### src/scratchMem_params.svh
`ifndef SCRATCH_MEM_PARAMS_SVH
`define SCRATCH_MEM_PARAMS_SVH

// Geometry of the scratchpad.
`define SCRATCH_BANKS   4
`define SCRATCH_SUBS    4
`define SCRATCH_ROWS    128
`define SCRATCH_DATA_W  8

// Field widths of the byte address.
`define SCRATCH_BANK_W  $clog2(`SCRATCH_BANKS)
`define SCRATCH_SUB_W   $clog2(`SCRATCH_SUBS)
`define SCRATCH_ROW_W   $clog2(`SCRATCH_ROWS)
`define SCRATCH_ADDR_W  (`SCRATCH_BANK_W + `SCRATCH_SUB_W + `SCRATCH_ROW_W)

`endif
### src/memRespPkg.sv
`include "scratchMem_params.svh"

package memRespPkg;

    // Read response, one cycle after the read strobe.
    typedef struct packed {
        logic                       valid;
        logic [`SCRATCH_ADDR_W-1:0] addr;
        logic [`SCRATCH_DATA_W-1:0] data;
        logic                       writeDropped;
    } readRespT;

endpackage

### src/readReturn.sv
`timescale 1ns/100ps

`include "scratchMem_params.svh"

module readReturn (
    input  logic                       clk,
    input  logic                       rstN,
    input  logic                       rdFire,
    input  logic [`SCRATCH_ADDR_W-1:0] rdAddr,
    input  logic                       collision,
    input  logic [`SCRATCH_DATA_W-1:0] rdData,
    output memRespPkg::readRespT       rdResp,
    output logic [7:0]                 dropCount
);

    logic                       validQ;
    logic                       droppedQ;
    logic [`SCRATCH_ADDR_W-1:0] addrQ;

    // Lines up with the sub-array output register.
    always_ff @(posedge clk or negedge rstN) begin
        if (!rstN) begin
            validQ   <= 1'b0;
            droppedQ <= 1'b0;
        end else begin
            validQ   <= rdFire;
            droppedQ <= collision;
        end
    end

    always_ff @(posedge clk) begin
        if (rdFire) begin
            addrQ <= rdAddr;
        end
    end

    // Saturates at 255.
    always_ff @(posedge clk or negedge rstN) begin
        if (!rstN) begin
            dropCount <= '0;
        end else if (collision && (dropCount != 8'hff)) begin
            dropCount <= dropCount + 8'd1;
        end
    end

    always_comb begin
        rdResp.valid        = validQ;
        rdResp.addr         = addrQ;
        rdResp.data         = rdData;
        rdResp.writeDropped = droppedQ;
    end

endmodule

### config.mk
export PLATFORM = sky130hd
export DESIGN_NAME = readReturn
export DESIGN_NICKNAME = d
export VERILOG_FILES = /design/src/memRespPkg.sv /design/src/readReturn.sv
export VERILOG_INCLUDE_DIRS = /design/src /design/src/src
export SDC_FILE = /design/constraint.sdc
export NUM_CORES = 1
export LEC_CHECK = 0
export CAP_MARGIN = 20
export CORE_MARGIN = 2
export CORE_UTILIZATION = 49
export CTS_CLUSTER_SIZE = 25
export DETAILED_ROUTE_END_ITERATION = 6
export DONT_BUFFER_PORTS = 1
export PLACE_DENSITY = 0.66
export SYNTH_ARGS = -nofsm -noshare
export SYNTH_HDL_FRONTEND = slang
export SYNTH_SLANG_ARGS = --single-unit
### constraint.sdc
create_clock -name clk -period 1.4 [get_ports clk]
set_input_delay 0.42 -clock clk [delete_from_list [all_inputs] [get_ports clk]]
set_output_delay 0.42 -clock clk [all_outputs]
set_load 0.1 [all_outputs]
==> impl_metrics.csv <==
group,metric,value,unit
status,status,"finished with violations",
status,violations,"negative setup slack",
min_path,worstHoldStart,"rdFire",
timing,slew_viol_final,0,
setup_path,endpoint_kind,"flip-flop",
place,hpwl,1310,um
detailed_routing,ant_nets,0,
logic_synthesis,synth-adder-area-share,1.47,%
setup_path,startpoint_type,"flip-flop",
logic_synthesis,netlist_instances,58,
setup_path,r2r_slack,-0.03,ns
pwr,p_seq_share,30.5,%
timing,relSlewSlack,70.1,%
setup_path,rr_endpoint,"dropCount[7]",
clock_tree,cts_made_buffers,3,
detailed_routing,remaining_drc_errors,0,
timing,fmax,701,MHz
setup_path,r2r-start,"dropCount[1]",
clock_tree,clock_latency,0.30,ns
global_routing,grt-ovfl-total,0,
logic_synthesis,synth_mux_area_share,2.64,%
logic_synthesis,ys_warn_count,0,
floorplan,io_pins,52,
floorplan,die_w,45.7,um
logic_synthesis,avgSynthCellArea,14.7,um2
min_path,hold_path.class,"in2reg",
global_routing,grt_pass1_wl,2840,um
timing,tns,-0.0979,ns
floorplan,num_rows,15,
clock_tree,h-tree-depth,1,
clock_tree,clk_pin_slew,0.11,ns
timing,tightest_slew,0.447,ns
setup_path,crit_arrival,1.62,ns
detailed_routing,wl_per_cell,19.4,um
setup_path,path_max_fanout,3,
global_routing,grt_util_all_layers,20.2,%
logic_synthesis,synthArstFlopShare,47.6,%
logic_synthesis,ys.flop_type,"edfxtp_1",
detailed_routing,routed_wl,1920,um
pwr,power.density,2450,nW/um2
floorplan,die-area,2090,um2
pwr,intPower,1.71,mW
pwr,pwr-share-clk,8.5,%
detailed_routing,drt-pass1-iter-count,4,
detailed_routing,vias,569,
cells_and_area,diodes,0,
logic_synthesis,synth-edff-count,11,
place,numPortBuffers,0,
place,gp_congestion,0.753,
timing,post-route-period-util,102,%
logic_synthesis,synth-simple-area-share,8.96,%
setup_path,critPathRequiredTime,1.59,ns
min_path,hold_depth,0,
logic_synthesis,synthMostInstantiatedCell,"edfxtp_1",
floorplan,die_y,45.7,um
logic_synthesis,synth_top_family_by_area,"buffers and inverters",
logic_synthesis,synth_cell_types,23,
logic_synthesis,synth_common_cells,"edfxtp_1 (11), buf_4 (10), dfrtp_1 (10)",
pwr,swShare,48.7,%
pwr,vdd_ir_drop_max,2.66,mV
timing,grt_setup_unrepaired,"yes",
logic_synthesis,synth-compound-area-share,5.43,%
timing,worst_slack,-0.0273,ns
cells_and_area,seq_area,603,um2
logic_synthesis,yosys.area.top_type,"edfxtp_1",
clock_tree,cts.sinks,21,
logic_synthesis,synth_area,852,um2
logic_synthesis,synth_area_leaders,"edfxtp_1 (39%), dfrtp_1 (29%), buf_4 (8.8%)",
clock_tree,tritoncts,"built",
timing,fin_skew,0.00318,ns
clock_tree,clockBufferDepth,2,
timing,setup_violations,6,
cells_and_area,fin_cells,99,
place,pre_cts_slack,-0.0667,ns
cells_and_area,drive_gt1_share,58.5,%
floorplan,core_area,1690,um2
min_path,min_to,"validQ",
cells_and_area,area_growth,60.2,%
logic_synthesis,yosys.area_share.xor_xnor,4.11,%
pwr,p_comb_share,61.0,%
logic_synthesis,ys_seq_area_share,68.1,%
global_routing,grt_antenna_before_repair,0,
cells_and_area,fillerInstances,85,
cells_and_area,final_core_util,80.8,%
pwr,p_sw,1.62,mW
pwr,p_leak,0.528,nW
logic_synthesis,synth_nets,82,
logic_synthesis,synth_top_area_share,38.8,%
timing,layout_min_cycle_time,1.43,ns
global_routing,grt_pass1_vias,594,
global_routing,grt_max_degree,13,
cells_and_area,stdcell_area,1370,um2
detailed_routing,drtIter0Drc,22,
place,place_area,1170,um2
clock_tree,clockRootBuffer,"clkbuf_4",
setup_path,crit_type,"reg2reg",
setup_path,rr_worst_depth,5,
cells_and_area,multi_input_area,229,um2
job,maxCapViolCount,0,
detailed_routing,vias_per_cell,5.75,
logic_synthesis,synth_seq_cells,21,
floorplan,start_util,50.4,%
place,place_inst,86,
timing,hold_violations,0,
cells_and_area,final_nets,107,
[worst max-delay path: stages, from the launching register on]
cell     delay, ns
dfrtp_4       0.52
ha_4          0.17
buf_4         0.13
and2_1        0.20
nor4b_2       0.23
a21oi_1       0.07
[layout by cell type, fill, tap and decap left out, drive strengths merged]
master,count
nor2,1
o21ai,2
nand2,2
nand4,2
edfxtp,11
o2111ai,1
ha,1
and4,1
or2,1
dfrtp,10
xnor2,4
a31oi,1
nand3,2
and2,2
clkbuf,4
inv,1
o211ai,1
nor4b,1
buf,29
mux2,2
dlygate4sd3,1
a21oi,2
[registers in the layout, indices dropped and copies added (netlist names)]
register,cells
droppedQ,1
dropCount,8
addrQ,11
validQ,1
[layout make-up]
cell class | count | area share [%]
Multi-Input combinational cell | 26 | 16.8
Clock buffer | 4 | 1.92
Inverter | 1 | 0.275
Timing Repair Buffer | 30 | 35.3
Tap cell | 17 | 1.56
Sequential cell | 21 | 44.2
[kinds of logic (layout without fill, tap and decap cells)]
family / Yosys count / in the layout
flip-flops: 21 / 21
multiplexers: 2 / 2
AO/OA/AOI/OAI: 7 / 7
buffers and inverters: 11 / 35
XOR/XNOR: 4 / 4
AND/OR/NAND/NOR: 12 / 12
adder cells (fa/ha/maj): 1 / 1
[timing repair]
action                                  in CTS  in global routing
endpoints found under the setup margin      11                 10
pin swaps                                    2                  6
hold buffers                                 1                  0
gates resized for setup                     20                  2
buffers inserted                             6                  2
hold endpoints to repair                    10                  0
[metrics by stage]
| stage | total power [mW] | hold WS [ns] |
|---|---|---|
| floorplan | 2.26 | 0.124 |
| global placement | 2.53 | 0.125 |
| detailed placement | 2.57 | 0.125 |
| CTS | 3.25 | 0.122 |
| global route | 3.46 | 0.107 |
| finish | 3.34 | 0.135 |
[layer usage]
layer	track usage [%]	part of all wire [%]	vias to the layer above
li1	-	-	250
met1	24.4	37	278
met2	32.4	53	33
met3	5.95	6.9	8
met4	10.9	2.4	0
met5	0	0	-
[power groups by stage]
stage / Combinational [mW] / Clock [mW] / Sequential [mW]
finish: 2.04 / 0.284 / 1.02
global route: 2.10 / 0.322 / 1.03
CTS: 1.94 / 0.297 / 1.02
detailed placement: 1.55 / 0 / 1.02
global placement: 1.52 / 0 / 1.01
floorplan: 0.352 / 0 / 1.91
[how the worst max path moves through the flow]
stage                 startpoint            to  cells after the start
floorplan           dropCount[0]  dropCount[1]                      4
global placement    dropCount[0]  dropCount[1]                      4
detailed placement  dropCount[0]  dropCount[1]                      4
CTS                 dropCount[0]  dropCount[0]                      1
global route        dropCount[1]  dropCount[5]                      5
finish              dropCount[1]  dropCount[7]                      5
Note: power is estimated with default switching activity, not from simulation.
