==> src/scratchMem_params.svh <==
`ifndef SCRATCH_MEM_PARAMS_SVH
`define SCRATCH_MEM_PARAMS_SVH

// Geometry of the scratchpad.
`define SCRATCH_BANKS   4
`define SCRATCH_SUBS    4
`define SCRATCH_ROWS    128
`define SCRATCH_DATA_W  8

// Field widths of the byte address.
`define SCRATCH_BANK_W  $clog2(`SCRATCH_BANKS)
`define SCRATCH_SUB_W   $clog2(`SCRATCH_SUBS)
`define SCRATCH_ROW_W   $clog2(`SCRATCH_ROWS)
`define SCRATCH_ADDR_W  (`SCRATCH_BANK_W + `SCRATCH_SUB_W + `SCRATCH_ROW_W)

`endif
==> src/memReqPkg.sv <==
`include "scratchMem_params.svh"

package memReqPkg;

    // Bank on top, row at the bottom.
    typedef struct packed {
        logic [`SCRATCH_BANK_W-1:0] bank;
        logic [`SCRATCH_SUB_W-1:0]  sub;
        logic [`SCRATCH_ROW_W-1:0]  row;
    } memAddrFieldsT;

    // One address word, seen flat or split into its fields.
    typedef union packed {
        logic [`SCRATCH_ADDR_W-1:0] flat;
        memAddrFieldsT              fields;
    } memAddrU;

    typedef struct packed {
        logic    valid;
        memAddrU addr;
    } readReqT;

    typedef struct packed {
        logic                       valid;
        memAddrU                    addr;
        logic [`SCRATCH_DATA_W-1:0] data;
    } writeReqT;

    // Command handed to one bank for the current cycle.
    typedef struct packed {
        logic                       rdEn;
        logic                       wrEn;
        logic [`SCRATCH_SUB_W-1:0]  rdSub;
        logic [`SCRATCH_SUB_W-1:0]  wrSub;
        logic [`SCRATCH_ROW_W-1:0]  rdRow;
        logic [`SCRATCH_ROW_W-1:0]  wrRow;
        logic [`SCRATCH_DATA_W-1:0] data;
    } bankCmdT;

endpackage

==> src/accessDecode.sv <==
`timescale 1ns/100ps

`include "scratchMem_params.svh"

module accessDecode (
    input  memReqPkg::readReqT         rdReq,
    input  memReqPkg::writeReqT        wrReq,
    output memReqPkg::bankCmdT         bankCmd [`SCRATCH_BANKS],
    output logic                       rdFire,
    output logic [`SCRATCH_ADDR_W-1:0] rdAddr,
    output logic                       collision
);

    logic                      sameBank;
    logic                      sameSub;
    logic [`SCRATCH_BANKS-1:0] rdBankSel;
    logic [`SCRATCH_BANKS-1:0] wrBankSel;

    assign sameBank = rdReq.addr.fields.bank == wrReq.addr.fields.bank;
    assign sameSub  = rdReq.addr.fields.sub == wrReq.addr.fields.sub;

    // A sub-array has one row address, so the read keeps it and the write is lost.
    assign collision = rdReq.valid && wrReq.valid && sameBank && sameSub;

    always_comb begin
        rdBankSel = '0;
        wrBankSel = '0;
        rdBankSel[rdReq.addr.fields.bank] = rdReq.valid;
        wrBankSel[wrReq.addr.fields.bank] = wrReq.valid && !collision;
    end

    // Every bank sees the same rows and data; only the enables differ.
    always_comb begin
        for (int b = 0; b < `SCRATCH_BANKS; b++) begin
            bankCmd[b].rdEn  = rdBankSel[b];
            bankCmd[b].wrEn  = wrBankSel[b];
            bankCmd[b].rdSub = rdReq.addr.fields.sub;
            bankCmd[b].wrSub = wrReq.addr.fields.sub;
            bankCmd[b].rdRow = rdReq.addr.fields.row;
            bankCmd[b].wrRow = wrReq.addr.fields.row;
            bankCmd[b].data  = wrReq.data;
        end
    end

    assign rdFire = rdReq.valid;
    assign rdAddr = rdReq.addr.flat;

endmodule

==> config.mk <==
export PLATFORM = sky130hd
export DESIGN_NAME = accessDecode
export DESIGN_NICKNAME = d
export VERILOG_FILES = /design/src/memReqPkg.sv /design/src/accessDecode.sv
export VERILOG_INCLUDE_DIRS = /design/src /design/src/src
export SDC_FILE = /design/constraint.sdc
export NUM_CORES = 1
export LEC_CHECK = 0
export ABC_AREA = 1
export BUFFER_PORTS_ARGS = -buffer_cell sky130_fd_sc_hd__buf_2
export CORE_ASPECT_RATIO = 0.7
export CORE_MARGIN = 8
export CORE_UTILIZATION = 33
export DETAILED_ROUTE_END_ITERATION = 12
export PLACE_DENSITY = 0.87
export SYNTH_ARGS = -nofsm -noshare
export SYNTH_HDL_FRONTEND = slang
export SYNTH_SLANG_ARGS = --single-unit
==> constraint.sdc <==
create_clock -name vclk -period 1.5
set_input_delay 0.225 -clock vclk [all_inputs]
set_output_delay 0.225 -clock vclk [all_outputs]
set_load 0.05 [all_outputs]
==> impl_metrics.yaml, run 1 <==
synth:
  yosysTopAreaCellShare_pct: 85.6
  syn_area_per_cell_um2: 6.69
  synth_cell_type_count: 9
  synth_cells: 152
  postSynthNetCount: 184
  ys_seq_area_share_pct: 0
  yosysTopAreaCell: "buf_4"
  yosys_warnings: 0
  netlist_area_um2: 1020
  yosys-top-cells-area: "buf_4 86%, nand2_1 4.8%, inv_1 3.0%"
power_and_ir_drop:
  p_seq_share_pct: 0
  switching_power_uw: 187
  clkPwrFrac_pct: 0
  comb_power_share_pct: 100.0
  swShare_pct: 79.7
  intPower_uw: 47.5
  vdd_ir_drop_max_mv: 0.0895
  p_per_area_nw_per_um2: 573
  leakage_nw: 0.274
setup_path:
  crit_path_start_kind: "input pin"
  crit_type: "in2out"
  crit_fanout: 5
  end_kind: "output port"
  arrival_ns: 1.16
  required_ns: 1.27
placed_design:
  gp_congestion: 0.724
  hpwl_um: 1300
  numPortBuffers: 40
  dp_cells: 114
  place_area_um2: 404
grt:
  antenna_found_initial: 0
  grt_overflow: 0
  grt_max_degree: 8
  grt_usage_pct: 4.79
  grt_pass1_wl_um: 2040
  grt_pass1_vias: 396
finish:
  sequential_cell_total: 0
  final_cell_area_um2: 409
  layout-drive-gt1-share_pct: 57.9
  nets: 110
  seq_area_um2: 0
  num-fill-cells: 362
  instances_no_fill: 114
  diodes: 0
  area_growth_pct: -59.8
  nClkBuffers: 0
timing:
  slew_violations: 0
  tightest_slew_ns: 0.262
  slew_headroom_pct: 82.7
  fin_crit_ns: 1.39
  clock.fmax_mhz: 722
  finalSetupViolations: 0
  tns_ns: 0
  fin_crit_sh_pct: 92.4
  hold_viol_final: 0
  rsz0062_at_grt: "no"
run_status:
  status: "completed"
floorplanning:
  fp.dieH_um: 62.5
  ios: 157
  initial_core_util_pct: 33.4
  rows: 17
  die_area_um2: 5140
  fp.dieW_um: 82.4
  core-area_um2: 3040
flow_run:
  drv_cap: 0
detailed_routing:
  routed_wl_um: 1460
  drcViolationCount: 0
  ant_nets: 0
  via_count: 394
  dr.pass1.iters: 2
  first_iter_violations: 7
  post_drt_wl_per_cell_um: 12.8
  vias_per_cell: 3.46
worst_hold_path:
  min_from: "wrReq[12]"
  min_to: "bankCmd[40]"
  hp-class: "in2out"
  min_path_cells: 0
cts:
  cts_setup_buffers: 0
## layout make-up
cell class                 count  area, um^2  area share (%)
tap                           38        47.5            11.6
inverter                       9        33.8            8.26
multi-input combinational     27         123            30.0
timing repair buffer          40         205            50.2
## worst max path at each step
stage | startpoint | end | slack, ns | cells after the start
final | rdReq[9] | bankCmd[54] | 0.11 | 9
after global routing | wrReq[18] | bankCmd[110] | 0.009 | 9
after CTS | rdReq[9] | bankCmd[110] | 0.08 | 9
after detailed placement | rdReq[9] | bankCmd[110] | 0.08 | 9
after global placement | rdReq[8] | bankCmd[54] | 0.13 | 9
after floorplan | rdReq[11] | bankCmd[111] | -0.06 | 2
## cells in the final DEF (no fill, tap or decap)
| cell type | count |
|---|---|
| buf_2 | 38 |
| nand2_1 | 13 |
| inv_2 | 1 |
| clkbuf_4 | 2 |
| nand2_2 | 1 |
| nor2_1 | 6 |
| o21ai_1 | 1 |
| nor3_2 | 2 |
| nor3_1 | 2 |
| inv_1 | 8 |
| nand3_1 | 2 |
## timing repair
item | CTS | global route
hold buffers | 0 | 0
resized for setup | 0 | 2
endpoints found under the setup margin | 0 | 2
## power groups by stage
stage	Sequential, mW	Clock (mW)	Combinational, mW
after floorplan	0	0	0.894
after global placement	0	0	0.235
after detailed placement	0	0	0.237
after CTS	0	0	0.238
after global routing	0	0	0.248
final	0	0	0.235
## critical path, cell delays in order
cell     delay, ns
buf_2         0.12
inv_1         0.11
nand2_1       0.07
nand2_1       0.06
nor2_1        0.04
nand2_1       0.09
nand2_2       0.08
nor2_1        0.09
buf_2         0.27
## cells in the mapped netlist (all sizes together)
cell type    n
nor2         6
nand3        2
nand2       14
o21ai        1
inv          9
nor3         4
buf        116
## layer usage
layer | wire length, um | GRT usage [%] | share of wire [%] | vias up
li1 | - | - | - | 188
met1 | 414 | 4.20 | 28 | 154
met2 | 712 | 7.71 | 49 | 48
met3 | 323 | 4.31 | 22 | 4
met4 | 13 | 1.53 | 0.89 | 0
met5 | 0 | 0 | 0 | -
## metrics by stage
stage | setup WS, ns | hold WS, ns | power [mW] | utilization, %
floorplan | -0.0645 | 0.552 | 0.894 | -
global placement | 0.133 | 0.451 | 0.235 | 13.3
detailed placement | 0.0833 | 0.451 | 0.237 | 13.3
CTS | 0.0831 | 0.451 | 0.238 | 13.3
global route | 0.00870 | 0.450 | 0.248 | 13.5
finish | 0.115 | 0.450 | 0.235 | 13.5
## cells by family (layout without fill, tap and decap cells)
kind of cell | Yosys count | in the layout | share of synthesized area, %
AO/OA/AOI/OAI | 1 | 1 | 0.492
buffers and inverters | 125 | 49 | 88.9
AND/OR/NAND/NOR | 26 | 26 | 10.6
(Power assumes the default switching activity.)
==> run 2, diff against run 1 <==
--- a/config.mk
+++ b/config.mk
@@ -7,7 +7,7 @@
 export NUM_CORES = 1
 export LEC_CHECK = 0
 export ABC_AREA = 1
-export BUFFER_PORTS_ARGS = -buffer_cell sky130_fd_sc_hd__buf_2
+export BUFFER_PORTS_ARGS = -buffer_cell sky130_fd_sc_hd__buf_4
 export CORE_ASPECT_RATIO = 0.7
 export CORE_MARGIN = 8
 export CORE_UTILIZATION = 33
==> run 2 against run 1 <==
Via count decreased by 1.0%. Core utilization rose by 3.1 points. Cell area increased by 23%. Critical path depth stayed put. First-iteration DRC count increased by 29%. Final cell count did not move. Critical endpoint is now bankCmd[82]. Flip-flop and latch count stayed put. Die area unchanged.
==> impl_metrics.yaml, run 2 (synthesis gave the netlist of run 1 again) <==
detailed_routing:
  vias_per_cell: 3.42
  routed_wl_um: 1560
  ant_nets: 0
  drcViolationCount: 0
  post_drt_wl_per_cell_um: 13.7
  first_iter_violations: 9
  via_count: 390
  dr.pass1.iters: 4
finish:
  nets: 110
  layout-drive-gt1-share_pct: 57.9
  diodes: 0
  final_common_cell: "buf_4"
  seq_area_um2: 0
  nClkBuffers: 0
  instances_no_fill: 114
  sequential_cell_total: 0
  final_cell_mix: "40 x buf_4, 13 x nand2_1, 8 x inv_1"
  area_growth_pct: -50.4
  final_cell_area_um2: 504
cts:
  cts_setup_buffers: 0
  ctsResizeCount: 0
  cts_hold_buffers: 0
timing:
  fin_crit_ns: 1.34
  tightest_slew_ns: 0.175
  finalSetupViolations: 0
  hold_viol_final: 0
  slew_headroom_pct: 88.3
  fin_crit_sh_pct: 89.2
  clock.fmax_mhz: 747
  rsz0062_at_grt: "no"
  slew_violations: 0
flow_run:
  drv_cap: 0
grt:
  antenna_found_initial: 0
  grt_max_degree: 8
  grt_pass1_wl_um: 2190
  grt_overflow: 0
  grt_usage_pct: 5.20
  grt_pass1_vias: 401
setup_path:
  crit_top_cell: "nand2_1"
  crit_chain: "buf_4 > inv_1 > nand2_1 > nand2_1 > nor2_1 > nand2_1 > nand2_2 > nor2_1 > buf_4"
  required_ns: 1.27
  cp_slowest_stage_delay_ns: 0.20
  cp_slowest_cell: "buf_4"
  crit_path_start_kind: "input pin"
  arrival_ns: 1.11
  crit_type: "in2out"
  crit_fanout: 5
  end_kind: "output port"
power_and_ir_drop:
  leakage_nw: 0.303
  vdd_ir_drop_max_mv: 0.0953
  p_per_area_nw_per_um2: 531
placed_design:
  gp_congestion: 0.672
  numPortBuffers: 40
  hpwl_um: 1360
  dp_cells: 114
  place_area_um2: 504
run_status:
  status: "completed"
floorplanning:
  ios: 157
  rows: 17
  fp.dieW_um: 82.4
  die_area_um2: 5140
  fp.dieH_um: 62.5
  initial_core_util_pct: 33.4
  core-area_um2: 3040
worst_hold_path:
  hp-class: "in2out"
-- run 2: cell types whose count changed in the layout (fill, tap and decap cells not counted) --
| cell | previous run | this run |
|---|---|---|
| clkbuf_4 | 2 | 0 |
| buf_4 | 0 | 40 |
| buf_2 | 38 | 0 |
-- run 2: per-layer routing --
metal	GRT usage (%)	vias up	wire length [um]
met3	4.17	4	297
met5	0	-	0
met1	4.77	147	484
met4	1.53	0	13
li1	-	189	-
met2	8.49	50	767
-- run 2: layout make-up --
type               count  area (um^2)
multi-input cells     27          123
repair buffers        40          300
inverters              9         33.8
fillers              352         2540
well taps             38         47.5
-- run 2: worst max-delay path, delay by kind of cell --
family | cells | cell delay [ns]
and+or+nand+nor | 6 | 0.45
buffers and inverters | 3 | 0.44
-- run 2: through the flow --
stage / setup slack, ns / TNS, ns / total power [mW] / hold slack [ns] / utilization (%)
after floorplan: -0.0645 / -0.129 / 0.894 / 0.552 / -
after global placement: 0.170 / 0 / 0.269 / 0.451 / 16.6
after detailed placement: 0.153 / 0 / 0.271 / 0.451 / 16.6
after CTS: 0.152 / 0 / 0.272 / 0.451 / 16.6
after global routing: 0.0191 / 0 / 0.282 / 0.450 / 16.6
final: 0.162 / 0 / 0.268 / 0.450 / 16.6
-- run 2: power by group --
| part | leakage (nW) | internal (mW) | switching (mW) |
|---|---|---|---|
| logic | 0.303 | 0.0769 | 0.191 |
| registers | 0 | 0 | 0 |
| clock network | 0 | 0 | 0 |
-- run 2: worst paths after layout --
check,startpoint,end,slack (ns),depth (start not counted)
min,wrReq[12],bankCmd[40],0.45,0
max,rdReq[9],bankCmd[82],0.16,9
